--- src/rvCorePkg.sv ---
/*
 * Shared word types, memory depths and encodings for the RV32I subset core.
 * Blocks pull these in with a wildcard import in their module header.
 */
package rvCorePkg;

    // Data words and instruction words share one 32-bit type
    typedef logic [31:0] wordT;
    typedef logic [4:0]  regIdxT;

    // Access size follows the low two bits of the load and store funct3
    typedef logic [1:0]  memSizeT;

    // Source of the value written back into the register file
    typedef logic [1:0]  wbSelT;

    // Coarse ALU class chosen by the decoder from the opcode
    typedef logic [1:0]  aluOpT;

    // Final operation once funct3 and funct7 bit 5 are applied
    typedef logic [2:0]  aluFuncT;

    localparam int IMEM_WORDS  = 64;
    localparam int DMEM_WORDS  = 256;
    localparam int IMEM_ADDR_W = $clog2(IMEM_WORDS);
    localparam int DMEM_ADDR_W = $clog2(DMEM_WORDS);

    // Standard RV32I major opcodes for the supported subset
    localparam logic [6:0] OPC_RTYPE  = 7'b0110011;
    localparam logic [6:0] OPC_LOAD   = 7'b0000011;
    localparam logic [6:0] OPC_ITYPE  = 7'b0010011;
    localparam logic [6:0] OPC_STORE  = 7'b0100011;
    localparam logic [6:0] OPC_BRANCH = 7'b1100011;
    localparam logic [6:0] OPC_LUI    = 7'b0110111;
    localparam logic [6:0] OPC_JAL    = 7'b1101111;

    // Size codes line up with funct3[1:0] of lb/lh/lw and sb/sh/sw
    localparam memSizeT MEM_BYTE = 2'd0;
    localparam memSizeT MEM_HALF = 2'd1;
    localparam memSizeT MEM_WORD = 2'd2;

    localparam wbSelT WB_ALU  = 2'd0;
    localparam wbSelT WB_LOAD = 2'd1;
    localparam wbSelT WB_IMM  = 2'd2;
    localparam wbSelT WB_PC4  = 2'd3;

    // Bit 1 marks a funct3-driven class and bit 0 marks branch or immediate
    localparam aluOpT ALUOP_ADD   = 2'b00;
    localparam aluOpT ALUOP_SUB   = 2'b01;
    localparam aluOpT ALUOP_RFUNC = 2'b10;
    localparam aluOpT ALUOP_IFUNC = 2'b11;

    localparam aluFuncT ALU_ADD = 3'd0;
    localparam aluFuncT ALU_SUB = 3'd1;
    localparam aluFuncT ALU_AND = 3'd2;
    localparam aluFuncT ALU_OR  = 3'd3;
    localparam aluFuncT ALU_XOR = 3'd4;
    localparam aluFuncT ALU_SLT = 3'd5;

endpackage

--- src/source/ctrlIf.sv ---
/*
 * Decoded control bundle shared by the decoder and the datapath blocks.
 * The decoder drives it and each consumer sees only its own fields.
 */
`timescale 1ns/100ps

interface ctrlIf import rvCorePkg::*; ();

    // Program flow
    logic    branch;
    logic    branchNe;
    logic    jump;

    // Write-back
    wbSelT   wbSel;
    logic    regWrite;

    // ALU operation and operand select
    aluOpT   aluOp;
    logic    aluSrc;
    logic [2:0] funct3;
    logic    funct7b5;

    // Data memory access
    logic    memWrite;
    logic    memRead;
    memSizeT memSize;
    logic    loadUnsigned;

    modport dec (
        output branch, branchNe, jump, wbSel, regWrite,
        output aluOp, aluSrc, funct3, funct7b5,
        output memWrite, memRead, memSize, loadUnsigned
    );

    modport fetch (input branch, branchNe, jump);
    modport alu (input aluOp, aluSrc, funct3, funct7b5);
    modport mem (input memWrite, memRead, memSize, loadUnsigned);
    modport wb (input regWrite, wbSel);

endinterface

--- src/source/aluUnit.sv ---
/*
 * ALU operation decode and the 32-bit arithmetic and logic unit.
 * Operand B comes from rs2 or the immediate, and zero feeds the branch logic.
 */
`timescale 1ns/100ps

module aluUnit import rvCorePkg::*; (
    ctrlIf.alu   ctrl,
    input  wordT rs1Data,
    input  wordT rs2Data,
    input  wordT imm,
    output wordT aluResult,
    output logic zero
);

    aluFuncT func;
    wordT    opB;

    // Loads, stores and immediate ops all take the immediate as operand B
    assign opB = ctrl.aluSrc ? imm : rs2Data;

    always_comb begin
        case (ctrl.aluOp)
            ALUOP_ADD: func = ALU_ADD;
            ALUOP_SUB: func = ALU_SUB;
            default: begin
                // Register and immediate classes share the funct3 map
                case (ctrl.funct3)
                    3'b000: begin
                        // funct7 bit 5 only means sub for register ops, addi ignores it
                        if (ctrl.aluOp == ALUOP_RFUNC && ctrl.funct7b5) begin
                            func = ALU_SUB;
                        end else begin
                            func = ALU_ADD;
                        end
                    end
                    3'b010:  func = ALU_SLT;
                    3'b100:  func = ALU_XOR;
                    3'b110:  func = ALU_OR;
                    3'b111:  func = ALU_AND;
                    default: func = ALU_ADD;
                endcase
            end
        endcase
    end

    always_comb begin
        case (func)
            ALU_SUB: aluResult = rs1Data - opB;
            ALU_AND: aluResult = rs1Data & opB;
            ALU_OR:  aluResult = rs1Data | opB;
            ALU_XOR: aluResult = rs1Data ^ opB;
            // Signed compare so negative operands order correctly
            ALU_SLT: aluResult = {31'd0, $signed(rs1Data) < $signed(opB)};
            default: aluResult = rs1Data + opB;
        endcase
    end

    // Zero after a subtract means the branch operands were equal
    assign zero = (aluResult == '0);

endmodule

--- src/flat_wrapper.sv ---
// flat-port wrapper written by rule: the top's interface ports become plain ports
module aluUnit_flat import rvCorePkg::*;
  (rs1Data, rs2Data, imm, aluResult, zero, ctrl_aluOp, ctrl_aluSrc, ctrl_funct3, ctrl_funct7b5);
  ctrlIf ctrl_i ();
  input  wordT rs1Data;
  input  wordT rs2Data;
  input  wordT imm;
  output wordT aluResult;
  output logic zero;
  input wire logic [$bits(ctrl_i.aluOp)-1:0] ctrl_aluOp;
  input wire logic [$bits(ctrl_i.aluSrc)-1:0] ctrl_aluSrc;
  input wire logic [$bits(ctrl_i.funct3)-1:0] ctrl_funct3;
  input wire logic [$bits(ctrl_i.funct7b5)-1:0] ctrl_funct7b5;
  assign ctrl_i.aluOp = ctrl_aluOp;
  assign ctrl_i.aluSrc = ctrl_aluSrc;
  assign ctrl_i.funct3 = ctrl_funct3;
  assign ctrl_i.funct7b5 = ctrl_funct7b5;
  aluUnit u_core (.ctrl(ctrl_i), .rs1Data(rs1Data), .rs2Data(rs2Data), .imm(imm), .aluResult(aluResult), .zero(zero));
endmodule
--- config.mk ---
export PLATFORM = sky130hd
export DESIGN_NAME = aluUnit_flat
export DESIGN_NICKNAME = d
export VERILOG_FILES = /design/src/rvCorePkg.sv /design/src/source/ctrlIf.sv /design/src/source/aluUnit.sv /design/src/flat_wrapper.sv
export SDC_FILE = /design/constraint.sdc
export NUM_CORES = 1
export LEC_CHECK = 0
export BUFFER_PORTS_ARGS = -buffer_cell sky130_fd_sc_hd__buf_2
export CAP_MARGIN = 25
export CORE_ASPECT_RATIO = 1.5
export CORE_MARGIN = 2
export CORE_UTILIZATION = 58
export DETAILED_ROUTE_END_ITERATION = 16
export PLACE_DENSITY = 0.85
export SLEW_MARGIN = 20
export SYNTH_ARGS = -nofsm -noshare
export SYNTH_HDL_FRONTEND = slang
export SYNTH_SLANG_ARGS = --single-unit
--- constraint.sdc ---
create_clock -name vclk -period 6.3
set_input_delay 0.315 -clock vclk [all_inputs]
set_output_delay 0.315 -clock vclk [all_outputs]
set_load 0.02 [all_outputs]
==> results.yml <==
status:
  outcome: "finished clean"
placement:
  placed_area_um2: 6650
  gp_congestion: 1.08
  portBuffers: 136
  dp_hpwl_um: 16100
  dp_slack_ns: 1.24
layout:
  n_fill_cell: 998
  area_growth_pct: 11.7
  drive_gt1_frac: 0.174
  n_clock_buffer: 0
  final_core_util: 0.660
  insertedDiodeCount: 0
  final_area_um2: 6650
  register_area_um2: 0
  nets: 1197
  n_sequential_cell: 0
setup_path:
  cp-start-kind: "primary input"
  critPathCaptureType: "output pin"
  crit_fanout: 16
  slowest_stage: "mux2i_1"
  critPathArrivalTime_ns: 4.83
  critPathKind: "primary input to output pin"
  crit_family: "simple AND/OR/NAND/NOR gates"
  max_stage_delay_ns: 0.52
  worstPathCellList: "buf_2 -> mux2i_1 -> ha_1 -> o21ba_1 -> nor4_2 -> o211ai_2 -> a2111oi_4 -> or3_1 -> and3b_1 -> nor2_1 -> a221o_1 -> o41a_1 -> or4_1 -> nor4_2 -> buf_2"
  worst-path-buf-inv: 2
  critPathRequiredTime_ns: 5.98
hold_path:
  min_path_cells: 5
  hold_path.startpoint: "rs1Data[15]"
  hold_path.class: "primary input to output pin"
  holdPathEnd: "aluResult[15]"
synth:
  synth_nets: 1099
  yosys_warnings: 0
  yosysSeqAreaShare: 0
  synth.cell_area_um2: 5960
  synth.avg_cell_area_um2: 6.69
  synth_cells: 890
  synth_cell_types: 78
floorplanning:
  pin_count: 136
  initial_utilization: 0.591
  dieArea_um2: 11100
  rows: 45
  core_um2: 10100
  die_h_um: 128
  die_width_um: 86.7
power:
  total_power_mw: 0.821
  max-vdd-ir-drop_mv: 0.0996
  seq_power_share: 0
  clkPwrFrac: 0
  switching_share: 0.637
  leakagePower_nw: 3.32
  intPower_mw: 0.298
  pwr-share-comb: 1.000
  p_switching_mw: 0.523
  p_per_area_nw_per_um2: 123
timing:
  period_share: 0.817
  max_freq_mhz: 194
  finalCriticalPeriod_ns: 5.15
  tightest_slew_ns: 0.797
  rsz0062_at_grt: "false"
  fin_setup_tns_ns: 0
  timing_hold_violations_final: 0
  setup_viol: 0
  fin_ws_ns: 1.15
  slew_headroom: 0.469
  finalMaxSlewViolations: 0
global_route:
  grt_use_total: 0.350
  antenna_found_initial: 0
  grt_max_degree: 35
  overflow: 0
  grt_pass1_wl_um: 32100
  grt_pass1_vias: 6996
routing:
  final_antenna_net_count: 0
  vias: 7253
  vias_per_cell: 6.58
  drc: 0
  drtPass1Iterations: 8
  wirelength_um: 20100
  drt_iter0_drc: 518
  wl_per_cell_um: 18.2
clock_tree:
  cts_hold_buffers: 0
  cts-resized-gates: 0
  post_cts_buffers: 0
run:
  maxCapViolCount: 0
## Yosys cell counts, types with 12 or more instances
| cell | count | area [µm²] |
|---|---|---|
| buf_2 | 12 | 60.1 |
| o21ai_0 | 56 | 280 |
| nand4_1 | 13 | 81.3 |
| nor2_1 | 85 | 319 |
| nor3_1 | 25 | 125 |
| ha_1 | 104 | 1300 |
| nand2_1 | 60 | 225 |
| clkbuf_1 | 27 | 101 |
| a21o_1 | 16 | 120 |
| a21oi_1 | 71 | 355 |
| inv_1 | 96 | 360 |
| mux2i_1 | 39 | 390 |
| a221oi_1 | 13 | 114 |
| nor2b_1 | 15 | 93.8 |
| nand3_1 | 25 | 125 |
## metal layers
metal	share of wire	global-route usage
met2	0.50	0.642
met3	0.074	0.0309
met1	0.36	0.376
met4	0.063	0.219
met5	0	0
## logic make-up after synthesis
| group | synth area share |
|---|---|
| adder cells (fa/ha/maj) | 0.225 |
| AND/OR/NAND/NOR | 0.251 |
| multiplexers | 0.0655 |
| AO/OA/AOI/OAI | 0.343 |
| buffers and inverters | 0.0990 |
| XOR/XNOR | 0.0162 |
## cell usage in the layout, fill, tap and decap left out, types with 7 or more instances in the layout
cell        n
nand4_1    13
o221ai_1    9
nor3_1     25
nand2b_1    9
buf_4       7
o21ai_0    56
nor4_1      9
mux2i_1    39
o31ai_1     9
nand2_1    60
buf_2     136
ha_1      104
a221oi_1   13
nor2b_1    15
or3_1       9
xnor2_1    10
and2_1      8
a211o_1     7
nand3b_1    7
o22ai_1     7
a211oi_1    9
o211ai_1   10
nor2_1     85
nand3_1    25
a21o_1     16
a31oi_1     7
a21oi_1    71
o21bai_1   10
inv_1      96
## how the worst max path moves through the flow
stage	from	end	slack (ns)	depth (start not counted)
2_1_floorplan	ctrl_aluSrc	zero	1.28	15
3_3_place_gp	ctrl_aluSrc	zero	1.28	16
3_5_place_dp	ctrl_aluSrc	zero	1.24	15
4_1_cts	ctrl_aluSrc	zero	1.21	15
5_1_grt	ctrl_aluSrc	zero	0.99	15
6_report	ctrl_aluSrc	zero	1.15	15
## stage by stage
stage	hold WS, ns	cells
2_1_floorplan	0.920	890
4_1_cts	1.26	1103
3_3_place_gp	1.25	1103
6_report	1.27	1103
5_1_grt	1.33	1103
3_5_place_dp	1.26	1103
## power groups by stage
stage / logic (mW) / registers (mW) / clock network (mW)
global placement: 0.796 / 0 / 0
finish: 0.821 / 0 / 0
floorplan: 0.577 / 0 / 0
detailed placement: 0.802 / 0 / 0
CTS: 0.805 / 0 / 0
global route: 0.889 / 0 / 0
## area by class of cell
type               instances  area [µm²]  share of cell area
multi-input cells        743        5380               0.809
repair buffers           144         753               0.113
inverters                 99         372              0.0559
well taps                117         146              0.0220
(Power assumes the default switching activity.)
