### src/rvCorePkg.sv
/*
 * Shared word types, memory depths and encodings for the RV32I subset core.
 * Blocks pull these in with a wildcard import in their module header.
 */
package rvCorePkg;

    // Data words and instruction words share one 32-bit type
    typedef logic [31:0] wordT;
    typedef logic [4:0]  regIdxT;

    // Access size follows the low two bits of the load and store funct3
    typedef logic [1:0]  memSizeT;

    // Source of the value written back into the register file
    typedef logic [1:0]  wbSelT;

    // Coarse ALU class chosen by the decoder from the opcode
    typedef logic [1:0]  aluOpT;

    // Final operation once funct3 and funct7 bit 5 are applied
    typedef logic [2:0]  aluFuncT;

    localparam int IMEM_WORDS  = 64;
    localparam int DMEM_WORDS  = 256;
    localparam int IMEM_ADDR_W = $clog2(IMEM_WORDS);
    localparam int DMEM_ADDR_W = $clog2(DMEM_WORDS);

    // Standard RV32I major opcodes for the supported subset
    localparam logic [6:0] OPC_RTYPE  = 7'b0110011;
    localparam logic [6:0] OPC_LOAD   = 7'b0000011;
    localparam logic [6:0] OPC_ITYPE  = 7'b0010011;
    localparam logic [6:0] OPC_STORE  = 7'b0100011;
    localparam logic [6:0] OPC_BRANCH = 7'b1100011;
    localparam logic [6:0] OPC_LUI    = 7'b0110111;
    localparam logic [6:0] OPC_JAL    = 7'b1101111;

    // Size codes line up with funct3[1:0] of lb/lh/lw and sb/sh/sw
    localparam memSizeT MEM_BYTE = 2'd0;
    localparam memSizeT MEM_HALF = 2'd1;
    localparam memSizeT MEM_WORD = 2'd2;

    localparam wbSelT WB_ALU  = 2'd0;
    localparam wbSelT WB_LOAD = 2'd1;
    localparam wbSelT WB_IMM  = 2'd2;
    localparam wbSelT WB_PC4  = 2'd3;

    // Bit 1 marks a funct3-driven class and bit 0 marks branch or immediate
    localparam aluOpT ALUOP_ADD   = 2'b00;
    localparam aluOpT ALUOP_SUB   = 2'b01;
    localparam aluOpT ALUOP_RFUNC = 2'b10;
    localparam aluOpT ALUOP_IFUNC = 2'b11;

    localparam aluFuncT ALU_ADD = 3'd0;
    localparam aluFuncT ALU_SUB = 3'd1;
    localparam aluFuncT ALU_AND = 3'd2;
    localparam aluFuncT ALU_OR  = 3'd3;
    localparam aluFuncT ALU_XOR = 3'd4;
    localparam aluFuncT ALU_SLT = 3'd5;

endpackage

### src/source/ctrlIf.sv
/*
 * Decoded control bundle shared by the decoder and the datapath blocks.
 * The decoder drives it and each consumer sees only its own fields.
 */
`timescale 1ns/100ps

interface ctrlIf import rvCorePkg::*; ();

    // Program flow
    logic    branch;
    logic    branchNe;
    logic    jump;

    // Write-back
    wbSelT   wbSel;
    logic    regWrite;

    // ALU operation and operand select
    aluOpT   aluOp;
    logic    aluSrc;
    logic [2:0] funct3;
    logic    funct7b5;

    // Data memory access
    logic    memWrite;
    logic    memRead;
    memSizeT memSize;
    logic    loadUnsigned;

    modport dec (
        output branch, branchNe, jump, wbSel, regWrite,
        output aluOp, aluSrc, funct3, funct7b5,
        output memWrite, memRead, memSize, loadUnsigned
    );

    modport fetch (input branch, branchNe, jump);
    modport alu (input aluOp, aluSrc, funct3, funct7b5);
    modport mem (input memWrite, memRead, memSize, loadUnsigned);
    modport wb (input regWrite, wbSel);

endinterface

### src/source/registerFile.sv
/*
 * Register file with 32 entries, two combinational reads and one write port.
 * Also picks the write-back source and shows each write as a retire strobe.
 */
`timescale 1ns/100ps

module registerFile import rvCorePkg::*; (
    input  logic   clk,
    input  logic   arstN,
    input  logic   run,
    ctrlIf.wb      ctrl,
    input  regIdxT rs1,
    input  regIdxT rs2,
    input  regIdxT rd,
    input  wordT   aluResult,
    input  wordT   loadData,
    input  wordT   imm,
    input  wordT   pcPlus4,
    output wordT   rs1Data,
    output wordT   rs2Data,
    output logic   wbValid,
    output regIdxT wbRd,
    output wordT   wbData
);

    wordT regs [32];
    logic wrEn;

    always_comb begin
        case (ctrl.wbSel)
            WB_LOAD: wbData = loadData;
            WB_IMM:  wbData = imm;
            WB_PC4:  wbData = pcPlus4;
            default: wbData = aluResult;
        endcase
    end

    // Writes to x0 are dropped so they never show up as a strobe
    assign wrEn    = run & ctrl.regWrite & (rd != '0);
    assign wbValid = wrEn;
    assign wbRd    = rd;

    always_ff @(posedge clk or negedge arstN) begin
        if (!arstN) begin
            for (int i = 0; i < 32; i++) begin
                regs[i] <= '0;
            end
        end else if (wrEn) begin
            regs[rd] <= wbData;
        end
    end

    // x0 is hard-wired to zero on both read ports
    assign rs1Data = (rs1 == '0) ? '0 : regs[rs1];
    assign rs2Data = (rs2 == '0) ? '0 : regs[rs2];

endmodule

### src/flat_wrapper.sv
// flat-port wrapper written by rule: the top's interface ports become plain ports
module registerFile_flat import rvCorePkg::*;
  (clk, arstN, run, rs1, rs2, rd, aluResult, loadData, imm, pcPlus4, rs1Data, rs2Data, wbValid, wbRd, wbData, ctrl_regWrite, ctrl_wbSel);
  ctrlIf ctrl_i ();
  input  logic clk;
  input  logic arstN;
  input  logic run;
  input  regIdxT rs1;
  input  regIdxT rs2;
  input  regIdxT rd;
  input  wordT aluResult;
  input  wordT loadData;
  input  wordT imm;
  input  wordT pcPlus4;
  output wordT rs1Data;
  output wordT rs2Data;
  output logic wbValid;
  output regIdxT wbRd;
  output wordT wbData;
  input wire logic [$bits(ctrl_i.regWrite)-1:0] ctrl_regWrite;
  input wire logic [$bits(ctrl_i.wbSel)-1:0] ctrl_wbSel;
  assign ctrl_i.regWrite = ctrl_regWrite;
  assign ctrl_i.wbSel = ctrl_wbSel;
  registerFile u_core (.clk(clk), .arstN(arstN), .run(run), .ctrl(ctrl_i), .rs1(rs1), .rs2(rs2), .rd(rd), .aluResult(aluResult), .loadData(loadData), .imm(imm), .pcPlus4(pcPlus4), .rs1Data(rs1Data), .rs2Data(rs2Data), .wbValid(wbValid), .wbRd(wbRd), .wbData(wbData));
endmodule
### config.mk
export PLATFORM = sky130hd
export DESIGN_NAME = registerFile_flat
export DESIGN_NICKNAME = d
export VERILOG_FILES = /design/src/rvCorePkg.sv /design/src/source/ctrlIf.sv /design/src/source/registerFile.sv /design/src/flat_wrapper.sv
export SDC_FILE = /design/constraint.sdc
export NUM_CORES = 2
export LEC_CHECK = 0
export BUFFER_PORTS_ARGS = -buffer_cell sky130_fd_sc_hd__buf_2
export CORE_MARGIN = 1
export CORE_UTILIZATION = 30
export CTS_CLUSTER_SIZE = 8
export DETAILED_ROUTE_END_ITERATION = 12
export GPL_TIMING_DRIVEN = 0
export MAX_ROUTING_LAYER = met4
export REMOVE_ABC_BUFFERS = 1
export SLEW_MARGIN = 25
export SYNTH_ARGS = -nofsm -noshare
export SYNTH_HDL_FRONTEND = slang
export SYNTH_SLANG_ARGS = --single-unit
### constraint.sdc
create_clock -name clk -period 2.2 [get_ports clk]
set_input_delay 0.33 -clock clk [delete_from_list [all_inputs] [get_ports clk]]
set_output_delay 0.33 -clock clk [all_outputs]
set_load 0.05 [all_outputs]
==> flow_metrics.py <==
metrics = {
    "sta": {
        "finalSetupViolations": 66,
        "tightest_slew_ps": 839,
        "rsz0062_at_grt": "yes",
        "timing.fmax_ghz": 0.359,
        "timing.final.crit_period_ps": 2780,
        "hold_slack_ps": 106,
        "fin_ws_ps": -583,
        "period_share_pct": 127,
        "max_slew_margin_pct": 44.1,
        "finClkSkew_ps": 0,
        "hold_viol_final": 0,
        "drv_slew": 0,
        "setup_tns_ps": -31180,
    },
    "min_path": {
        "min_path_type": "input port to flop",
    },
    "setup_path": {
        "path_class": "input port to output pin",
        "cp-start-kind": "input port",
        "path_common_cell": "buf_16",
        "arrival_ps": 2450,
        "crit_path_top_delay_cell": "a311oi_4",
        "crit_path_cell_trace": "buf_16 -> buf_16 -> bufbuf_16 -> mux4_2 -> a22oi_1 -> a311oi_4 -> buf_6",
        "crit_fanout": 31,
        "critPathCaptureType": "output pin",
        "crit_required_ps": 1870,
        "slowest_delay_ps": 560,
    },
    "finish": {
        "reg_top3": "u_core.regs (1024)",
        "layout_common_cells": "1,060 x nand2_1, 1,024 x dfrtp_1, 917 x o21ai_0",
        "finalInstanceArea_um2": 68600,
        "largest-register": "u_core.regs",
        "area_growth_pct": 27.1,
        "largest_reg_flops": 1024,
        "fillers": 16700,
        "drive_above_1_share_pct": 32.5,
        "layout.nets": 5195,
        "final_common_cell": "nand2_1",
        "final-instance-count-excl-fill": 7417,
    },
    "synth": {
        "yosysSeqAreaShare_pct": 47.5,
        "synth-seq-cells": 1024,
        "synth_warnings": 0,
        "syn-cell-area_um2": 54000,
        "syn_area_per_cell_um2": 11.0,
        "ys_types": 46,
        "ys.flop_type": "dfrtp_1",
        "synth-edff-count": 0,
        "syn_inst": 4898,
        "async_reset_ff_share_pct": 100,
    },
    "run_status": {
        "outcome": "finished, violations left",
        "violations": "negative setup slack",
    },
    "clock_tree": {
        "clock-sinks": 1024,
        "cts_buffers": 146,
        "clk_pin_slew_ps": 50,
        "cts_max_level": 4,
        "cts_root_buf": "clkbuf_16",
        "clock_latency_ps": 740,
        "cts_tree": "yes",
        "clockBufferDepth": 3,
    },
    "floorplanning": {
        "rows": 155,
        "fp.coreArea_um2": 179000,
        "initial_core_util_pct": 30.2,
        "die_area_um2": 182000,
        "die_x_um": 426,
        "die-height_um": 426,
        "io_pins": 251,
    },
    "global_routing": {
        "grtUsageMet2_pct": 37.8,
        "grt_pass1_vias": 42900,
        "busiest_layer": "met2",
        "overflow": 0,
        "grt_start_max_net_pins": 130,
        "grtUsageMet1_pct": 28.5,
        "grt_pass1_wl_um": 307000,
        "gr-usage-all-layers_pct": 23.9,
        "met3_usage_pct": 4.84,
        "antenna_found_initial": 3,
    },
    "power_and_ir_drop": {
        "ir_drop_mv": 0.836,
        "cellPowerDensity_nw_per_um2": 828,
        "power.leakage_nw": 29.2,
    },
    "placement": {
        "dpl_cell_area_um2": 58700,
        "place_ws_ps": -2400,
        "dp_hpwl_um": 113000,
        "portBuffers": 250,
        "dpl.cell_count": 7065,
        "routabilityCongestion": 0.779,
    },
    "route": {
        "vias": 43100,
        "drt-initial-drc-count": 4434,
        "post_drt_wl_per_cell_um": 29.0,
        "final_antenna_net_count": 0,
        "drtPass1Iterations": 7,
        "viasPerCell": 5.82,
        "wl_um": 215000,
        "remaining_drc_errors": 0,
    },
    "flow_run": {
        "max_cap_violations": 0,
    },
}
## per-layer routing
layer  vias to the layer above  share of wire (%)
met3                       699                8.3
met2                      2340                 48
li1                      18100                  -
met4                         0                6.5
met5                         -                  0
met1                     22000                 38
## metrics by stage
step / power (W) / utilization, %
finish: 0.0568 / 38.4
global placement: 0.0336 / 31.0
detailed placement: 0.0342 / 32.9
CTS: 0.0562 / 37.7
floorplan: 0.0299 / -
global route: 0.0589 / 38.4
## path summary, 6_finish.rpt
| path | startpoint | endpoint | slack [ps] | depth (start not counted) |
|---|---|---|---|---|
| max in group asynchronous | arstN | u_core.regs[846] | 210 | 7 |
| min | rd[4] | u_core.regs[270] | 110 | 3 |
| max reg2reg | u_core.regs[572] | u_core.regs[572] | 1290 | 4 |
| max | rs2[2] | rs2Data[31] | -580 | 7 |
| min in group asynchronous | arstN | u_core.regs[930] | 600 | 4 |
| min reg2reg | u_core.regs[1005] | u_core.regs[1005] | 390 | 0 |
## kinds of logic (layout without fill, tap and decap cells)
kind of cell           Yosys count  in the layout  synth area share, %
AO/OA/AOI/OAI                 1391           1411                 14.5
buffers and inverters          591            731                 5.38
flip-flops                    1024           1024                 47.5
multiplexers                   704            704                 23.7
other                            0              1                    0
AND/OR/NAND/NOR               1188           1191                 9.04
## timing repair
item                                    CTS  global route
pin swaps                               132            85
endpoints found under the hold margin   270             0
gates cloned                             59            10
endpoints found under the setup margin   88           511
hold buffers                              4             0
setup buffers                            79            36
resized for setup                       494           127
## where the power goes
group / total (W) / switching [W] / leakage, nW / internal (W)
Combinational: 0.0127 / 0.00676 / 13.6 / 0.00590
Sequential: 0.0238 / 0.00215 / 13.6 / 0.0217
Clock: 0.0203 / 0.00829 / 1.92 / 0.0120
## critical path: cells and delay by family
kind                   cells  cell delay [ps]
AO/OA/AOI/OAI              2              690
multiplexers               1              250
buffers and inverters      4             1120
## synth_stat cells (all sizes together) (3+ instances only)
cell        n  area share, %
or2         5          0.058
nand2    1067            7.4
a221oi     46           0.75
nand4b      3           0.10
nor2b      68           0.82
o21ai    1134             11
mux2       96            2.0
dfrtp    1024             47
nor2        7          0.072
o2111ai    18           0.29
a211oi     64           0.89
inv        34           0.24
or4         5          0.083
a22oi      64           0.89
buf       215            2.8
mux4      448             19
nand4       5           0.12
or3         3          0.035
nor3b       3          0.070
nand2b      6          0.070
clkbuf    342            2.4
mux2i     160            3.0
nand3b      7          0.097
a311oi     64            1.0
## area by class of cell
cell class,count,area (µm²),share of cell area (%)
inverters,34,148,0.215
diodes,1,2.50,0.00365
multi-input cells,3306,28700,41.9
flip-flops and latches,1024,25600,37.3
repair buffers,534,7270,10.6
well taps,2355,2950,4.29
clock inverters,11,141,0.206
clock buffers,152,3760,5.48
Note: power is estimated with default switching activity, not from simulation.
