File: src/rvCorePkg.sv
/*
 * Shared word types, memory depths and encodings for the RV32I subset core.
 * Blocks pull these in with a wildcard import in their module header.
 */
package rvCorePkg;

    // Data words and instruction words share one 32-bit type
    typedef logic [31:0] wordT;
    typedef logic [4:0]  regIdxT;

    // Access size follows the low two bits of the load and store funct3
    typedef logic [1:0]  memSizeT;

    // Source of the value written back into the register file
    typedef logic [1:0]  wbSelT;

    // Coarse ALU class chosen by the decoder from the opcode
    typedef logic [1:0]  aluOpT;

    // Final operation once funct3 and funct7 bit 5 are applied
    typedef logic [2:0]  aluFuncT;

    localparam int IMEM_WORDS  = 64;
    localparam int DMEM_WORDS  = 256;
    localparam int IMEM_ADDR_W = $clog2(IMEM_WORDS);
    localparam int DMEM_ADDR_W = $clog2(DMEM_WORDS);

    // Standard RV32I major opcodes for the supported subset
    localparam logic [6:0] OPC_RTYPE  = 7'b0110011;
    localparam logic [6:0] OPC_LOAD   = 7'b0000011;
    localparam logic [6:0] OPC_ITYPE  = 7'b0010011;
    localparam logic [6:0] OPC_STORE  = 7'b0100011;
    localparam logic [6:0] OPC_BRANCH = 7'b1100011;
    localparam logic [6:0] OPC_LUI    = 7'b0110111;
    localparam logic [6:0] OPC_JAL    = 7'b1101111;

    // Size codes line up with funct3[1:0] of lb/lh/lw and sb/sh/sw
    localparam memSizeT MEM_BYTE = 2'd0;
    localparam memSizeT MEM_HALF = 2'd1;
    localparam memSizeT MEM_WORD = 2'd2;

    localparam wbSelT WB_ALU  = 2'd0;
    localparam wbSelT WB_LOAD = 2'd1;
    localparam wbSelT WB_IMM  = 2'd2;
    localparam wbSelT WB_PC4  = 2'd3;

    // Bit 1 marks a funct3-driven class and bit 0 marks branch or immediate
    localparam aluOpT ALUOP_ADD   = 2'b00;
    localparam aluOpT ALUOP_SUB   = 2'b01;
    localparam aluOpT ALUOP_RFUNC = 2'b10;
    localparam aluOpT ALUOP_IFUNC = 2'b11;

    localparam aluFuncT ALU_ADD = 3'd0;
    localparam aluFuncT ALU_SUB = 3'd1;
    localparam aluFuncT ALU_AND = 3'd2;
    localparam aluFuncT ALU_OR  = 3'd3;
    localparam aluFuncT ALU_XOR = 3'd4;
    localparam aluFuncT ALU_SLT = 3'd5;

endpackage

File: src/source/ctrlIf.sv
/*
 * Decoded control bundle shared by the decoder and the datapath blocks.
 * The decoder drives it and each consumer sees only its own fields.
 */
`timescale 1ns/100ps

interface ctrlIf import rvCorePkg::*; ();

    // Program flow
    logic    branch;
    logic    branchNe;
    logic    jump;

    // Write-back
    wbSelT   wbSel;
    logic    regWrite;

    // ALU operation and operand select
    aluOpT   aluOp;
    logic    aluSrc;
    logic [2:0] funct3;
    logic    funct7b5;

    // Data memory access
    logic    memWrite;
    logic    memRead;
    memSizeT memSize;
    logic    loadUnsigned;

    modport dec (
        output branch, branchNe, jump, wbSel, regWrite,
        output aluOp, aluSrc, funct3, funct7b5,
        output memWrite, memRead, memSize, loadUnsigned
    );

    modport fetch (input branch, branchNe, jump);
    modport alu (input aluOp, aluSrc, funct3, funct7b5);
    modport mem (input memWrite, memRead, memSize, loadUnsigned);
    modport wb (input regWrite, wbSel);

endinterface

File: src/source/fetchUnit.sv
/*
 * Program counter, instruction memory and next-pc selection.
 * The memory is filled through the load strobe while the core is halted.
 */
`timescale 1ns/100ps

module fetchUnit import rvCorePkg::*; (
    input  logic                   clk,
    input  logic                   arstN,
    input  logic                   run,
    input  logic                   imemWe,
    input  logic [IMEM_ADDR_W-1:0] imemAddr,
    input  wordT                   imemData,
    ctrlIf.fetch                   ctrl,
    input  logic                   zero,
    input  wordT                   imm,
    output wordT                   pc,
    output wordT                   pcPlus4,
    output wordT                   instr
);

    wordT imem [IMEM_WORDS];
    wordT nextPc;
    logic taken;

    // Loading is only allowed while the core is halted
    always_ff @(posedge clk) begin
        if (imemWe && !run) begin
            imem[imemAddr] <= imemData;
        end
    end

    // The word index drops the two low pc bits
    assign instr   = imem[pc[IMEM_ADDR_W+1:2]];
    assign pcPlus4 = pc + 32'd4;

    // beq takes the branch on zero and bne on non-zero
    assign taken  = ctrl.jump | (ctrl.branch & (zero ^ ctrl.branchNe));
    assign nextPc = taken ? (pc + imm) : pcPlus4;

    always_ff @(posedge clk or negedge arstN) begin
        if (!arstN) begin
            pc <= '0;
        end else if (run) begin
            pc <= nextPc;
        end
    end

    // A B or J offset with bit 1 set would move the pc off a word boundary
    assert property (@(posedge clk) disable iff (!arstN) pc[1:0] == 2'b00)
        else $error("pc not word aligned: %h", pc);

endmodule

File: src/flat_wrapper.sv
// flat-port wrapper written by rule: the top's interface ports become plain ports
module fetchUnit_flat import rvCorePkg::*;
  (clk, arstN, run, imemWe, imemAddr, imemData, zero, imm, pc, pcPlus4, instr, ctrl_branch, ctrl_branchNe, ctrl_jump);
  ctrlIf ctrl_i ();
  input  logic clk;
  input  logic arstN;
  input  logic run;
  input  logic imemWe;
  input  logic [IMEM_ADDR_W-1:0] imemAddr;
  input  wordT imemData;
  input  logic zero;
  input  wordT imm;
  output wordT pc;
  output wordT pcPlus4;
  output wordT instr;
  input wire logic [$bits(ctrl_i.branch)-1:0] ctrl_branch;
  input wire logic [$bits(ctrl_i.branchNe)-1:0] ctrl_branchNe;
  input wire logic [$bits(ctrl_i.jump)-1:0] ctrl_jump;
  assign ctrl_i.branch = ctrl_branch;
  assign ctrl_i.branchNe = ctrl_branchNe;
  assign ctrl_i.jump = ctrl_jump;
  fetchUnit u_core (.clk(clk), .arstN(arstN), .run(run), .imemWe(imemWe), .imemAddr(imemAddr), .imemData(imemData), .ctrl(ctrl_i), .zero(zero), .imm(imm), .pc(pc), .pcPlus4(pcPlus4), .instr(instr));
endmodule
File: config.mk
export PLATFORM = sky130hd
export DESIGN_NAME = fetchUnit_flat
export DESIGN_NICKNAME = d
export VERILOG_FILES = /design/src/rvCorePkg.sv /design/src/source/ctrlIf.sv /design/src/source/fetchUnit.sv /design/src/flat_wrapper.sv
export SDC_FILE = /design/constraint.sdc
export NUM_CORES = 2
export LEC_CHECK = 0
export BUFFER_PORTS_ARGS = -buffer_cell sky130_fd_sc_hd__buf_2
export CAP_MARGIN = 40
export CORE_UTILIZATION = 30
export DETAILED_ROUTE_END_ITERATION = 8
export SYNTH_ARGS = -nofsm -noshare
export SYNTH_HDL_FRONTEND = slang
export SYNTH_SLANG_ARGS = --single-unit
File: constraint.sdc
create_clock -name clk -period 2.9 [get_ports clk]
set_input_delay 0.145 -clock clk [delete_from_list [all_inputs] [get_ports clk]]
set_output_delay 0.145 -clock clk [all_outputs]
set_load 0.01 [all_outputs]
==> results.sh <==
export IMPL_status="complete, but fails checks"
export IMPL_violations="negative setup slack"
export IMPL_post_route_period_util_pct=134.2
export IMPL_cts_tree="done"
export IMPL_post_place_cells=7547
export IMPL_synth_enable_flop_cells=2048
export IMPL_coreArea_um2=271000
export IMPL_whs_ns=0.07943
export IMPL_finalSetupViolations=52
export IMPL_synth_ff_type="edfxtp_1"
export IMPL_overflow=0
export IMPL_post_route_worst_setup_slack_ns=-0.9911
export IMPL_chipWidth_um=524.3
export IMPL_nNetsFinal=4468
export IMPL_power_frac_clock_pct=28.0
export IMPL_slew_headroom_pct=36.63
export IMPL_switching_share_pct=30.13
export IMPL_dp_hpwl_mm=132.7
export IMPL_multi_input_area_um2=19720
export IMPL_fmax_mhz=257.0
export IMPL_worstSetupStartpointType="flip-flop"
export IMPL_yosysMostFrequentCell="edfxtp_1"
export IMPL_grt_max_degree=65
export IMPL_ys_top_cells_by_area="edfxtp_1, mux4_2, dfrtp_1"
export IMPL_totalWireLength_mm=222.3
export IMPL_synth_seq_cells=2080
export IMPL_pwr_share_comb_pct=35.9
export IMPL_drc_errors=0
export IMPL_finalPower_mw=93.38
export IMPL_hold_violations=0
export IMPL_finClkSkew_ns=0.02530
export IMPL_io_buffers=173
export IMPL_initial_utilization_pct=30.20
export IMPL_viasPerCell=5.089
export IMPL_vias=41222
export IMPL_p_int_mw=65.25
export IMPL_synthArstFlopShare_pct=1.538
export IMPL_syn_area_um2=81850
export IMPL_synth_cells=3608
export IMPL_drt_iter0_markers=4844
export IMPL_synth_area_per_cell_um2=22.69
export IMPL_grt_pass1_vias=41790
export IMPL_gp_congestion=0.8202
export IMPL_n_fill_cell=24245
export IMPL_path_clk_slew_ns=0.07
export IMPL_yosys_warnings=0
export IMPL_tightest_slew_ns=0.9505
export IMPL_p_leak_nw=32.32
export IMPL_cts_root_buf="clkbuf_16"
export IMPL_maxCapViolations=0
export IMPL_rsz0062_at_grt="yes"
export IMPL_required_ns=2.76
export IMPL_antenna_found_initial=33
export IMPL_ios=174
export IMPL_wl_per_cell_um=27.44
export IMPL_p_per_area_nw_per_um2=921.9
export IMPL_final_cells=8100
export IMPL_die_h_um=524.3
export IMPL_peakVddDrop_mv=0.5303
export IMPL_seq_area_frac_synth_pct=76.11
export IMPL_die_area_um2=274900
export IMPL_layout_drive_gt1_share_pct=39.15
export IMPL_slew_violations=0
export IMPL_crit_type="flip-flop to output port"
export IMPL_critical_path_arrival_ns=3.75
export IMPL_num_rows=191
export IMPL_synth_top_area_cell="edfxtp_1"
export IMPL_seqCellArea_um2=62320
export IMPL_grt_first_pass_wirelength_mm=312.9
export IMPL_hold_class="primary input to flip-flop"
export IMPL_ant_nets=0
export IMPL_endpoint_kind="output port"
export IMPL_drt_pass1_iter_count=5
export IMPL_seq_power_share_pct=36.0
export IMPL_clockBufferDepth=3
export IMPL_ys_types=65
export IMPL_switchingPower_mw=28.13
export IMPL_synth_top_area_share_pct=75.13
export IMPL_clk_latency_ns=0.86
export IMPL_htreeDepth=4
export IMPL_cts_made_buffers=200
export IMPL_synth_nets=3719
export IMPL_area_growth_synth_to_final_pct=23.75
export IMPL_finalCriticalPeriod_ns=3.891
export IMPL_grtUsageTotal_pct=16.00
export IMPL_dpl_worst_slack_ns=-0.6869
export IMPL_crit_fanout=6
export IMPL_clock_sinks=2080
export IMPL_synthTopCellsByCount="edfxtp_1, mux4_2, nor2_1"
## flip-flops by register name (all words and copies together), names as in the netlist
signal / cells
u_core.imem: 2048
u_core.pc: 32
## area by class of cell
cell class                 count  share of cell area [%]
antenna                        6                 0.01482
clock buffer                 229                   5.090
clock inverter               140                   1.433
inverter                      18                 0.06670
multi-input combinational   1315                   19.47
sequential                  2080                   61.52
tap                         3570                   4.410
timing repair buffer         742                   7.994
## power groups by stage
stage | combinational (mW) | sequential, mW | clock, mW
after global placement | 29.2 | 34.3 | 0
after CTS | 32.7 | 33.6 | 26.7
after global routing | 35.3 | 33.7 | 27.7
after floorplan | 17.3 | 34.4 | 0
after detailed placement | 29.3 | 34.3 | 0
final | 33.5 | 33.7 | 26.2
## path summary, 6_finish.rpt
check	startpoint	slack, ns	endpoint	cells after the start
max in group asynchronous	arstN	2.27	u_core.pc[3]$_DFFE_PN0P_	4
worst max-delay path	u_core.pc[2]$_DFFE_PN0P_	-0.99	instr[16]	10
worst min-delay path	ctrl_branchNe	0.08	u_core.pc[29]$_DFFE_PN0P_	6
worst max register to register	u_core.pc[2]$_DFFE_PN0P_	0.03	u_core.pc[28]$_DFFE_PN0P_	13
min in group asynchronous	arstN	0.17	u_core.pc[31]$_DFFE_PN0P_	3
worst min register to register	u_core.pc[18]$_DFFE_PN0P_	0.61	u_core.pc[18]$_DFFE_PN0P_	2
## critical path: stages (launching register included)
cell      delay, ns
dfrtp_4        0.43
buf_12         0.16
buf_12         0.17
buf_16         0.16
mux4_2         0.51
mux4_2         0.55
nor2b_4        0.17
a211oi_4       0.36
buf_4          0.19
nor2_2         0.03
buf_2          0.14
## repair_timing
action / in CTS / in global routing
pin swaps: 25 / 23
hold endpoints to repair: 1740 / 0
resized for setup: 167 / 95
setup endpoints to repair: 68 / 69
setup buffers: 45 / 40
hold buffers: 76 / 0
cloned: 16 / 6
## layer usage
| layer | vias up | track usage (%) | part of all wire (%) | wire [um] |
|---|---|---|---|---|
| met2 | 1678 | 27.11 | 50 | 111500 |
| met5 | - | 0 | 0.046 | 102 |
| li1 | 16924 | - | - | - |
| met4 | 14 | 4.441 | 2.6 | 5860 |
| met3 | 316 | 2.797 | 6.6 | 14690 |
| met1 | 22290 | 21.10 | 41 | 90140 |
## cell usage in the layout (no fill, tap or decap), types with 18 or more instances in the layout
cell type and instances:
clkinv_1 54, buf_2 157, clkbuf_1 27, xor2_1 25, o21ai_0 38, bufinv_16 22
clkbuf_16 208, a22oi_1 32, nor2_1 48, buf_16 23, clkinv_2 32, mux4_2 628
dfrtp_1 26, nand2_1 51, edfxtp_1 2048, nor2_4 80, ha_1 30, buf_12 145
xnor2_1 19, mux2i_1 44, buf_6 48, a21oi_1 51, dlygate4sd3_1 76, nand3_1 25
buf_4 276, inv_1 18
## per-stage QoR
stage	utilization (%)	TNS, ns	instance area, um^2
2_1_floorplan	-	0	81850
3_3_place_gp	33.59	-9.962	91040
3_5_place_dp	33.74	-9.010	91440
4_1_cts	37.06	-40.74	100400
5_1_grt	37.38	-39.43	101300
6_report	37.38	-33.43	101300
## kinds of logic after synthesis
kind of cell	synth area share [%]
adders and majority gates	0.5136
AOI/OAI and AO/OA	1.929
muxes	17.86
DFF	76.11
xor gates and xnor gates	0.5671
buffers and inverters	1.224
and+or+nand+nor	1.796
Power figures use the tool's default switching activity.
