**config.mk**
```make
export PLATFORM = sky130hd
export DESIGN_NAME = instrDecoder_flat
export DESIGN_NICKNAME = d
export VERILOG_FILES = /design/src/rvCorePkg.sv /design/src/source/ctrlIf.sv /design/src/source/instrDecoder.sv /design/src/flat_wrapper.sv
export SDC_FILE = /design/constraint.sdc
export NUM_CORES = 1
export LEC_CHECK = 0
export BUFFER_PORTS_ARGS = -buffer_cell sky130_fd_sc_hd__buf_2
export CORE_UTILIZATION = 32
export DETAILED_ROUTE_END_ITERATION = 8
export GPL_TIMING_DRIVEN = 0
export PLACE_DENSITY_LB_ADDON = 0.2
export SLEW_MARGIN = 20
export SYNTH_ARGS = -nofsm -noshare
export SYNTH_HDL_FRONTEND = slang
export SYNTH_SLANG_ARGS = --single-unit
export TNS_END_PERCENT = 30
```
**constraint.sdc**
```tcl
create_clock -name vclk -period 1.2
set_clock_uncertainty 0.1 [all_clocks]
set_input_delay 0.12 -clock vclk [all_inputs]
set_output_delay 0.12 -clock vclk [all_outputs]
set_load 0.02 [all_outputs]
```
**src/rvCorePkg.sv**
```systemverilog
/*
 * Shared word types, memory depths and encodings for the RV32I subset core.
 * Blocks pull these in with a wildcard import in their module header.
 */
package rvCorePkg;

    // Data words and instruction words share one 32-bit type
    typedef logic [31:0] wordT;
    typedef logic [4:0]  regIdxT;

    // Access size follows the low two bits of the load and store funct3
    typedef logic [1:0]  memSizeT;

    // Source of the value written back into the register file
    typedef logic [1:0]  wbSelT;

    // Coarse ALU class chosen by the decoder from the opcode
    typedef logic [1:0]  aluOpT;

    // Final operation once funct3 and funct7 bit 5 are applied
    typedef logic [2:0]  aluFuncT;

    localparam int IMEM_WORDS  = 64;
    localparam int DMEM_WORDS  = 256;
    localparam int IMEM_ADDR_W = $clog2(IMEM_WORDS);
    localparam int DMEM_ADDR_W = $clog2(DMEM_WORDS);

    // Standard RV32I major opcodes for the supported subset
    localparam logic [6:0] OPC_RTYPE  = 7'b0110011;
    localparam logic [6:0] OPC_LOAD   = 7'b0000011;
    localparam logic [6:0] OPC_ITYPE  = 7'b0010011;
    localparam logic [6:0] OPC_STORE  = 7'b0100011;
    localparam logic [6:0] OPC_BRANCH = 7'b1100011;
    localparam logic [6:0] OPC_LUI    = 7'b0110111;
    localparam logic [6:0] OPC_JAL    = 7'b1101111;

    // Size codes line up with funct3[1:0] of lb/lh/lw and sb/sh/sw
    localparam memSizeT MEM_BYTE = 2'd0;
    localparam memSizeT MEM_HALF = 2'd1;
    localparam memSizeT MEM_WORD = 2'd2;

    localparam wbSelT WB_ALU  = 2'd0;
    localparam wbSelT WB_LOAD = 2'd1;
    localparam wbSelT WB_IMM  = 2'd2;
    localparam wbSelT WB_PC4  = 2'd3;

    // Bit 1 marks a funct3-driven class and bit 0 marks branch or immediate
    localparam aluOpT ALUOP_ADD   = 2'b00;
    localparam aluOpT ALUOP_SUB   = 2'b01;
    localparam aluOpT ALUOP_RFUNC = 2'b10;
    localparam aluOpT ALUOP_IFUNC = 2'b11;

    localparam aluFuncT ALU_ADD = 3'd0;
    localparam aluFuncT ALU_SUB = 3'd1;
    localparam aluFuncT ALU_AND = 3'd2;
    localparam aluFuncT ALU_OR  = 3'd3;
    localparam aluFuncT ALU_XOR = 3'd4;
    localparam aluFuncT ALU_SLT = 3'd5;

endpackage

```
**src/source/ctrlIf.sv**
```systemverilog
/*
 * Decoded control bundle shared by the decoder and the datapath blocks.
 * The decoder drives it and each consumer sees only its own fields.
 */
`timescale 1ns/100ps

interface ctrlIf import rvCorePkg::*; ();

    // Program flow
    logic    branch;
    logic    branchNe;
    logic    jump;

    // Write-back
    wbSelT   wbSel;
    logic    regWrite;

    // ALU operation and operand select
    aluOpT   aluOp;
    logic    aluSrc;
    logic [2:0] funct3;
    logic    funct7b5;

    // Data memory access
    logic    memWrite;
    logic    memRead;
    memSizeT memSize;
    logic    loadUnsigned;

    modport dec (
        output branch, branchNe, jump, wbSel, regWrite,
        output aluOp, aluSrc, funct3, funct7b5,
        output memWrite, memRead, memSize, loadUnsigned
    );

    modport fetch (input branch, branchNe, jump);
    modport alu (input aluOp, aluSrc, funct3, funct7b5);
    modport mem (input memWrite, memRead, memSize, loadUnsigned);
    modport wb (input regWrite, wbSel);

endinterface

```
**src/source/instrDecoder.sv**
```systemverilog
/*
 * Combinational instruction decoder for the RV32I subset.
 * Drives the control bundle, the register indices and the sign-extended immediate.
 */
`timescale 1ns/100ps

module instrDecoder import rvCorePkg::*; (
    input  wordT   instr,
    ctrlIf.dec     ctrl,
    output regIdxT rs1,
    output regIdxT rs2,
    output regIdxT rd,
    output wordT   imm,
    output logic   illegal
);

    logic [6:0] opcode;
    logic [2:0] funct3;
    logic       isRType;
    logic       isLoad;
    logic       isIType;
    logic       isStore;
    logic       isBranch;
    logic       isLui;
    logic       isJal;

    assign opcode = instr[6:0];
    assign funct3 = instr[14:12];

    // Register fields sit at fixed positions in every format
    assign rs1 = instr[19:15];
    assign rs2 = instr[24:20];
    assign rd  = instr[11:7];

    assign isRType  = (opcode == OPC_RTYPE);
    assign isLoad   = (opcode == OPC_LOAD);
    assign isIType  = (opcode == OPC_ITYPE);
    assign isStore  = (opcode == OPC_STORE);
    assign isBranch = (opcode == OPC_BRANCH);
    assign isLui    = (opcode == OPC_LUI);
    assign isJal    = (opcode == OPC_JAL);

    // Anything else retires as a no-op since every enable below stays low
    assign illegal = ~(isRType | isLoad | isIType | isStore | isBranch | isLui | isJal);

    // Only beq (000) and bne (001) redirect the pc
    assign ctrl.branch   = isBranch & (funct3[2:1] == 2'b00);
    assign ctrl.branchNe = isBranch & funct3[0];
    assign ctrl.jump     = isJal;

    assign ctrl.wbSel = isLoad ? WB_LOAD :
                        isLui  ? WB_IMM  :
                        isJal  ? WB_PC4  :
                                 WB_ALU;

    // Stores and branches write no register while jal writes its link address
    assign ctrl.regWrite = isRType | isLoad | isIType | isLui | isJal;

    // Branches subtract to compare while loads and stores add for the address
    assign ctrl.aluOp = isRType  ? ALUOP_RFUNC :
                        isIType  ? ALUOP_IFUNC :
                        isBranch ? ALUOP_SUB   :
                                   ALUOP_ADD;
    assign ctrl.aluSrc   = isLoad | isIType | isStore;
    assign ctrl.funct3   = funct3;
    assign ctrl.funct7b5 = instr[30];

    // The eight load/store selects collapse into a size and an unsigned flag
    assign ctrl.memWrite     = isStore;
    assign ctrl.memRead      = isLoad;
    assign ctrl.memSize      = funct3[1:0];
    assign ctrl.loadUnsigned = funct3[2];

    // Immediate layout depends on the instruction format
    always_comb begin
        case (opcode)
            OPC_LOAD, OPC_ITYPE: imm = {{20{instr[31]}}, instr[31:20]};
            OPC_STORE:           imm = {{20{instr[31]}}, instr[31:25], instr[11:7]};
            OPC_BRANCH: begin
                imm = {{19{instr[31]}}, instr[31], instr[7], instr[30:25],
                       instr[11:8], 1'b0};
            end
            OPC_LUI:             imm = {instr[31:12], 12'h000};
            OPC_JAL: begin
                imm = {{11{instr[31]}}, instr[31], instr[19:12], instr[20],
                       instr[30:21], 1'b0};
            end
            default:             imm = '0;
        endcase
    end

    // Loads and stores only come in byte, half and word sizes
    always_comb begin
        assert (!(ctrl.memRead || ctrl.memWrite) ||
                (ctrl.memSize inside {MEM_BYTE, MEM_HALF, MEM_WORD}))
            else $error("unsupported access size %0d on a load or store", ctrl.memSize);
    end

endmodule

```
**src/flat_wrapper.sv**
```systemverilog
// flat-port wrapper written by rule: the top's interface ports become plain ports
module instrDecoder_flat import rvCorePkg::*;
  (instr, rs1, rs2, rd, imm, illegal, ctrl_branch, ctrl_branchNe, ctrl_jump, ctrl_wbSel, ctrl_regWrite, ctrl_aluOp, ctrl_aluSrc, ctrl_funct3, ctrl_funct7b5, ctrl_memWrite, ctrl_memRead, ctrl_memSize, ctrl_loadUnsigned);
  ctrlIf ctrl_i ();
  input  wordT instr;
  output regIdxT rs1;
  output regIdxT rs2;
  output regIdxT rd;
  output wordT imm;
  output logic illegal;
  output wire logic [$bits(ctrl_i.branch)-1:0] ctrl_branch;
  output wire logic [$bits(ctrl_i.branchNe)-1:0] ctrl_branchNe;
  output wire logic [$bits(ctrl_i.jump)-1:0] ctrl_jump;
  output wire logic [$bits(ctrl_i.wbSel)-1:0] ctrl_wbSel;
  output wire logic [$bits(ctrl_i.regWrite)-1:0] ctrl_regWrite;
  output wire logic [$bits(ctrl_i.aluOp)-1:0] ctrl_aluOp;
  output wire logic [$bits(ctrl_i.aluSrc)-1:0] ctrl_aluSrc;
  output wire logic [$bits(ctrl_i.funct3)-1:0] ctrl_funct3;
  output wire logic [$bits(ctrl_i.funct7b5)-1:0] ctrl_funct7b5;
  output wire logic [$bits(ctrl_i.memWrite)-1:0] ctrl_memWrite;
  output wire logic [$bits(ctrl_i.memRead)-1:0] ctrl_memRead;
  output wire logic [$bits(ctrl_i.memSize)-1:0] ctrl_memSize;
  output wire logic [$bits(ctrl_i.loadUnsigned)-1:0] ctrl_loadUnsigned;
  assign ctrl_branch = ctrl_i.branch;
  assign ctrl_branchNe = ctrl_i.branchNe;
  assign ctrl_jump = ctrl_i.jump;
  assign ctrl_wbSel = ctrl_i.wbSel;
  assign ctrl_regWrite = ctrl_i.regWrite;
  assign ctrl_aluOp = ctrl_i.aluOp;
  assign ctrl_aluSrc = ctrl_i.aluSrc;
  assign ctrl_funct3 = ctrl_i.funct3;
  assign ctrl_funct7b5 = ctrl_i.funct7b5;
  assign ctrl_memWrite = ctrl_i.memWrite;
  assign ctrl_memRead = ctrl_i.memRead;
  assign ctrl_memSize = ctrl_i.memSize;
  assign ctrl_loadUnsigned = ctrl_i.loadUnsigned;
  instrDecoder u_core (.instr(instr), .ctrl(ctrl_i), .rs1(rs1), .rs2(rs2), .rd(rd), .imm(imm), .illegal(illegal));
endmodule
```
==> impl_results.md, run 1 <==
- Routed WL: roughly 4.2 mm
- Violated checks: setup timing
- ANT nets after route: 0
- Filler cells: 122
- Max-cap violations: 0
- Ratio of cells with drive above 1 in the final layout: 83.3%
- # IOs: 98
- Sequential cell count: 0
- RSZ-0062 raised after global routing: true
- Number of global-route vias before repair: roughly 1200
- Leak: between 1 and 1.5 nW
- Syn Nets: about 140
- Hold Fails Final Rpt: 0
- # clk buffers: 0
- Synth-to-Final Area Change: 142%
- Final Non-Filler Cells: about 250
- Initial Util: 35.4%
- Total GRT Usage: 25.8%
- Crit path from: instr[6]
- Nets: about 260
- Sw Share: a little over half
- Total area of sequential cells: 0 sq um
- Setup TNS: -8180 ps
- FMAX: between 600 and 700 MHz
- Port Buf Inserts: 97
- Pins Over Slew Limit: 0
- Seq pwr share: 0%
- Total power: approximately 0.54 mW
- Area of the multi-input gates: about 840 sq um
- Post-route cell area: roughly 0.0020 sq mm
- HPWL after detailed placement: 2.44 mm
- Hold_sp: instr[18]
- Cells after DPL: roughly 230
- Clk network pwr share: 0%
- Pint: ~0.25 mW
- Grt total ovfl: 0
- Endpoint class of the critical path: output pin
- Post-route DRC: 0
- Fin worst setup slack: -318 ps
- Distinct cells, synth: 37
- Most common cell after layout, fill and taps aside: buf_2
- Die width: between 50 and 60 um
- Worst hold path class: in2out
- Initial antenna violation count: 0
- Critical Path Fanout Max: 6
- Syn avg cell area: 7.53 sq um
- Worst endpoint data arrival time: 1300 ps
- Tmin final: 1520 ps
- Vias per cell: 5.26
- RePlAce Congestion: 0.850
- Die area: roughly 0.0028 sq mm
- Initial DRT Pass Iterations: 4
- Largest net degree at the start of global routing: 11
- Peak VDD IR: 0.281 mV
- First-pass GRT wire length: approximately 5.5 mm
- N_diodes: 0
- Status: finished, violations left
- Cells after synthesis: about 110
- Placed Area: 0.00147 sq mm
- Relative slew slack: 77.8%
- CP Launch Type: input port
- DR iter-0 viols: 30
- Die height: around 53 um
- Routed via count: ~1300
- Final setup fails: 42
- Critical path type: in2out
- Register area share after synthesis: 0%
- Num rows: 17
- WL/cell: around 17 um
- Most frequent cells in the layout: 53 x buf_2, 48 x buf_4, 33 x buf_6
- Slew @ Worst Pin: 332 ps
- Mapped Area: 821 sq um
- Core Box Area: 0.00232 sq mm
- Pwr dens: about 270 mW/mm^2
- Switching pwr: between 0.2 and 0.3 mW
- Fin util: 85.6%
- Logic pwr share: between 90% and 100%
- Period utilisation layout: 126%
- Hold-fix buffers at CTS: 0
- CP required: approximately 980 ps
- Synth Warn #: 0
==> power by group through the flow <==
stage	combinational [mW]	sequential (mW)	clock, mW
after floorplan	0.264	0	0
after global placement	0.412	0	0
after detailed placement	0.419	0	0
after CTS	0.494	0	0
after global routing	0.569	0	0
final	0.541	0	0
==> cell usage after synthesis, types with 2 or more instances <==
cell,count,area [sq um]
a21o_1,9,67.6
a32o_1,4,40.0
and2_1,3,18.8
buf_4,22,165
buf_6,4,45.0
inv_1,3,11.3
nand2_1,10,37.5
nand3_1,2,10.0
nor2_1,11,41.3
nor3_1,4,20.0
o21bai_1,2,15.0
o2bb2ai_1,10,87.6
==> layout make-up <==
type	count	area share (%)
plain buffers	29	12.7
inverters	3	0.567
multi-input cells	77	42.2
well taps	28	1.77
repair buffers	112	42.7
==> per-stage QoR <==
stage / hold slack, ps / worst slack (ps)
floorplan: 215 / -158
global placement: 440 / -387
detailed placement: 449 / -405
CTS: 449 / -287
global route: 468 / -347
finish: 452 / -318
==> per-layer routing <==
metal	track usage [%]	vias to the layer above	share of wire, %
li1	-	609	-
met1	25.7	628	36
met2	54.9	64	58
met3	2.61	8	4.9
met4	5.26	0	1.4
met5	0	-	0
==> what timing repair did <==
item / CTS / global route
setup buffers: 9 / 2
resized for setup: 76 / 37
pin swaps: 8 / 10
endpoints found under the setup margin: 42 / 44
cloned: 3 / 1
==> worst max-delay path, stage by stage <==
cell and delay, ps:
buf_8 100, buf_8 120, and3b_2 200, o21a_4 220, buf_6 140, a311oi_4 230, buf_6 160
==> worst paths after layout <==
check | cells past startpoint | slack, ps | end
setup / recovery | 7 | -320 | illegal
hold / removal | 3 | 450 | imm[18]
==> cells by family after synthesis <==
kind of cell    count (synthesis)  synth area share [%]
buf+inv                        32                  29.6
compound gates                 34                  38.4
simple gates                   43                  32.0
Note: power is estimated with default switching activity, not from simulation.
==> run 2, diff against run 1 <==
- SKIP_LAST_GASP: default -> 1
==> run 2 against run 1 <==
The flow still finishes with violations (setup timing); fmax grew 1.4%; first-iteration DRC count shrank 53%; largest cell class unchanged; core utilization shrank 6.0 points; critical path depth is the same; clock-buffer cell count is the same; worst setup slack gained 20 ps; largest power group unchanged; power shrank 5.1%; via count shrank 3.2%; die area is the same; sequential share of layout area is the same; non-clock buffer count shrank 1.
==> impl_results.md, run 2 (synthesis results as in run 1) <==
- Final setup fails: 43
- Max incr delay on CP: 220 ps
- Routed WL: between 3 and 4 mm
- Pwr dens: ~280 mW/mm^2
- Hold Fails Final Rpt: 0
- Setup WS pre-CTS: -405 ps
- Peak VDD IR: ~0.26 mV
- Fin util: between 70% and 80%
- Cells after DPL: roughly 230
- Nets: approximately 250
- Filler cells: 154
- FMAX: about 670 MHz
- Post-route cell area: about 0.0018 sq mm
- Endpoint class of the critical path: output pin
- N_diodes: 0
- Tmin final: about 1500 ps
- Ratio of cells with drive above 1 in the final layout: 80.9%
- Leak: just over 1 nW
- Largest net degree at the start of global routing: 11
- First-pass GRT wire length: about 5.0 mm
- Die area: between 0.002 and 0.003 sq mm
- HPWL after detailed placement: roughly 2.4 mm
- DR iter-0 viols: 14
- Worst hold path class: in2out
- Post-route DRC: 0
- WL/cell: ~14 um
- Number of global-route vias before repair: approximately 1200
- Grt total ovfl: 0
- Worst endpoint data arrival time: between 1000 and 1500 ps
- Initial antenna violation count: 0
- Slowest library cell on the worst path: o21a_1
- Pins Over Slew Limit: 0
- Area of the multi-input gates: 810 sq um
- Routed via count: between 1000 and 1500
- Critical Path Fanout Max: 10
- Die width: ~53 um
- Period utilisation layout: 125%
- Initial DRT Pass Iterations: 4
- WP buf/inv: 4
- Critical path type: in2out
- Core Box Area: 0.00232 sq mm
- Initial Util: around 35%
- CP Launch Type: input port
- Hold-fix buffers at CTS: 0
- Slew @ Worst Pin: between 300 and 400 ps
- Vias per cell: 5.11
- Die height: ~53 um
- Most common cell after layout, fill and taps aside: buf_2
- Final Non-Filler Cells: between 200 and 250
- Synth-to-Final Area Change: 125%
- Violated checks: setup timing
- Fin Hold WS: between 400 and 500 ps
- Num rows: 17
- Total area of sequential cells: 0 sq um
- Status: finished, violations left
- ANT nets after route: 0
- Crit-path cells: buf_8 > buf_8 > and3b_2 > o21a_1 > buf_6 > a311oi_4 > buf_6
- CP delay by family, top: buffers and inverters
- CP required: slightly below 1000 ps
- Fin worst setup slack: -297 ps
- Max-cap violations: 0
- RePlAce Congestion: approximately 0.85
- Placed Area: around 0.0015 sq mm
- Relative slew slack: between 70% and 80%
- Port Buf Inserts: 97
- Total GRT Usage: a little under a quarter
- # clk buffers: 0
- RSZ-0062 raised after global routing: true
- Most frequent cells in the layout: 80 x buf_2, 32 x buf_4, 20 x buf_6
- Sequential cell count: 0
- # IOs: between 90 and 100
-- run 2: report_power, final --
part	switching [mW]	leakage (nW)	total, mW	internal (mW)
clock	0	0	0	0
sequential	0	0	0	0
combinational	0.274	1.02	0.513	0.239
total	0.274	1.02	0.513	0.239
-- run 2: layer usage --
layer | wire length (um) | share of wire (%) | up-vias | global-route usage [%]
met5 | 0 | 0 | - | 0
met4 | 52 | 1.5 | 0 | 1.32
met3 | 200 | 5.7 | 6 | 1.45
met2 | 2050 | 58 | 51 | 49.2
met1 | 1230 | 35 | 602 | 25.5
li1 | - | - | 608 | -
-- run 2: worst paths after layout --
| path | slack (ps) | start | cells past startpoint | to |
|---|---|---|---|---|
| worst min-delay path | 460 | instr[18] | 3 | rs1[3] |
| worst max-delay path | -300 | instr[6] | 7 | illegal |
-- run 2: through the flow --
step	setup TNS, ps	total power, mW
detailed placement	-13230	0.419
floorplan	-4080	0.264
global route	-10200	0.546
CTS	-8690	0.483
global placement	-12350	0.412
finish	-7860	0.513
-- run 2: timing repair --
| action | in CTS | in global routing |
|---|---|---|
| resized for setup | 50 | 19 |
| hold endpoints to repair | 0 | 0 |
| pin swaps | 8 | 7 |
| buffers inserted | 9 | 2 |
| setup endpoints to repair | 42 | 43 |
| gates cloned | 3 | 0 |
-- run 2: worst min-delay path, stage by stage --
cell,delay [ps]
buf_2,90
buf_4,90
buf_2,140
-- run 2: area by class of cell --
class / count / share of cell area [%]
multi-input cells: 77 / 43.9
repair buffers: 111 / 40.0
well taps: 28 / 1.90
plain buffers: 29 / 13.6
inverters: 3 / 0.611
==> run 3, diff against run 2 <==
- BUFFER_PORTS_ARGS: -buffer_cell sky130_fd_sc_hd__buf_2 -> default
- CORE_UTILIZATION: 32 -> 46
- DONT_BUFFER_PORTS: default -> 1
==> run 3 against run 2 <==
The run ends with DRC, setup timing left; worst hold slack got worse by 280 ps; worst setup slack improved by 130 ps; sequential share of layout area did not move; via count fell by 26%; global-route usage rose by 4.7 points; clock-buffer cell count did not move; wire length fell by 9.9%.
==> impl_results.md, run 3 (synthesis results as in run 1) <==
- Critical Path Fanout Max: 7
- Number of global-route vias before repair: roughly 810
- Hold Fails Final Rpt: 0
- Pwr dens: roughly 270 mW/mm^2
- Post-route DRC: 8
- Peak VDD IR: between 0.15 and 0.2 mV
- Nets: approximately 150
- Die height: between 40 and 50 um
- Total area of sequential cells: 0 sq um
- Synth-to-Final Area Change: 68.1%
- FMAX: around 730 MHz
- Routed WL: 3.18 mm
- CP delay by family, top: compound AO/OA/AOI/OAI gates
- Total GRT Usage: around 28%
- CP required: between 900 and 1000 ps
- Grt total ovfl: 0
- Vias per cell: ~6.6
- Fin util: between 80% and 90%
- Num rows: 14
- Setup TNS: -5230 ps
- Hold-fix buffers at CTS: 0
- RePlAce Congestion: around 0.77
- Sequential cell count: 0
- Max-cap violations: 0
- # clk buffers: 0
- Period utilisation layout: 114%
- N_diodes: 0
- Critical path type: in2out
- Crit path from: instr[6]
- WP buf/inv: 2
- Worst hold path class: in2out
- Max incr delay on CP: roughly 270 ps
- Pins Over Slew Limit: 0
- Most common cell after layout, fill and taps aside: buf_4
- Tmin final: 1370 ps
- Cells after DPL: between 100 and 150
- Ratio of cells with drive above 1 in the final layout: a little under 80%
- Leak: about 0.53 nW
- Slew @ Worst Pin: 609 ps
- Routed via count: 938
- CP Launch Type: input port
- Most frequent cells in the layout: 25 x buf_4, 10 x nor2_2, 9 x nand2_1, 9 x a21o_4, 8 x o2bb2ai_2
- Fin worst setup slack: -171 ps
- RSZ-0062 raised after global routing: true
- Endpoint class of the critical path: output pin
- Die width: around 44 um
- Port Buf Inserts: 0
- HPWL after detailed placement: between 1.5 and 2 mm
- First-pass GRT wire length: around 4.1 mm
- Relative slew slack: 59.1%
- Violated checks: DRC, setup timing
- Largest net degree at the start of global routing: 11
- Initial Util: about half
- Hold_sp: instr[13]
- Worst endpoint data arrival time: around 1200 ps
- # IOs: between 90 and 100
- Final setup fails: 42
- Crit-path cells: buf_12 > and3b_2 > o21a_4 > bufbuf_16 > a21o_4
- Fin Hold WS: 176 ps
- ANT nets after route: 0
- Slowest library cell on the worst path: bufbuf_16
- DR iter-0 viols: 30
- WL/cell: ~22 um
- Final Non-Filler Cells: approximately 140
- Initial DRT Pass Iterations: 7
- Status: finished, violations left
- Die area: 0.00196 sq mm
- Core Box Area: roughly 0.0016 sq mm
- Initial antenna violation count: 0
==> run 3: power by group <==
group | internal [mW] | switching [mW] | total (mW) | leakage [nW]
Sequential | 0 | 0 | 0 | 0
Clock | 0 | 0 | 0 | 0
Combinational | 0.159 | 0.209 | 0.369 | 0.535
==> run 3: cell type report <==
cell class	instances	area [sq um]
well taps	24	30.0
repair buffers	10	148
inverters	3	11.3
fillers	81	214
plain buffers	29	258
multi-input cells	77	933
==> run 3: worst paths after layout <==
check                    endpoint  slack [ps]  cells after the start
worst max-delay path      imm[18]        -170                      5
worst min-delay path  ctrl_branch         180                      1
==> run 3: per-layer routing <==
metal | GRT usage [%] | vias to the layer above | wire [um] | share of wire [%]
met3 | 4.08 | 4 | 254 | 8.0
met1 | 32.7 | 466 | 1140 | 36
li1 | - | 405 | - | -
met2 | 53.8 | 63 | 1750 | 55
met5 | 0 | - | 0 | 0
met4 | 4.85 | 0 | 34 | 1.1
==> run 3: through the flow <==
stage	power (mW)	setup slack [ps]	instance area (sq um)
global placement	0.283	-303	982
floorplan	0.264	-158	952
detailed placement	0.287	-337	982
global route	0.383	-197	1380
CTS	0.332	-218	1240
finish	0.369	-171	1380
==> run 3: repair_timing <==
| action | in CTS | in global routing |
|---|---|---|
| hold endpoints to repair | 0 | 0 |
| resized for setup | 25 | 27 |
| gates cloned | 4 | 0 |
| pin swaps | 4 | 12 |
| buffers inserted | 4 | 2 |
| endpoints found under the setup margin | 42 | 42 |
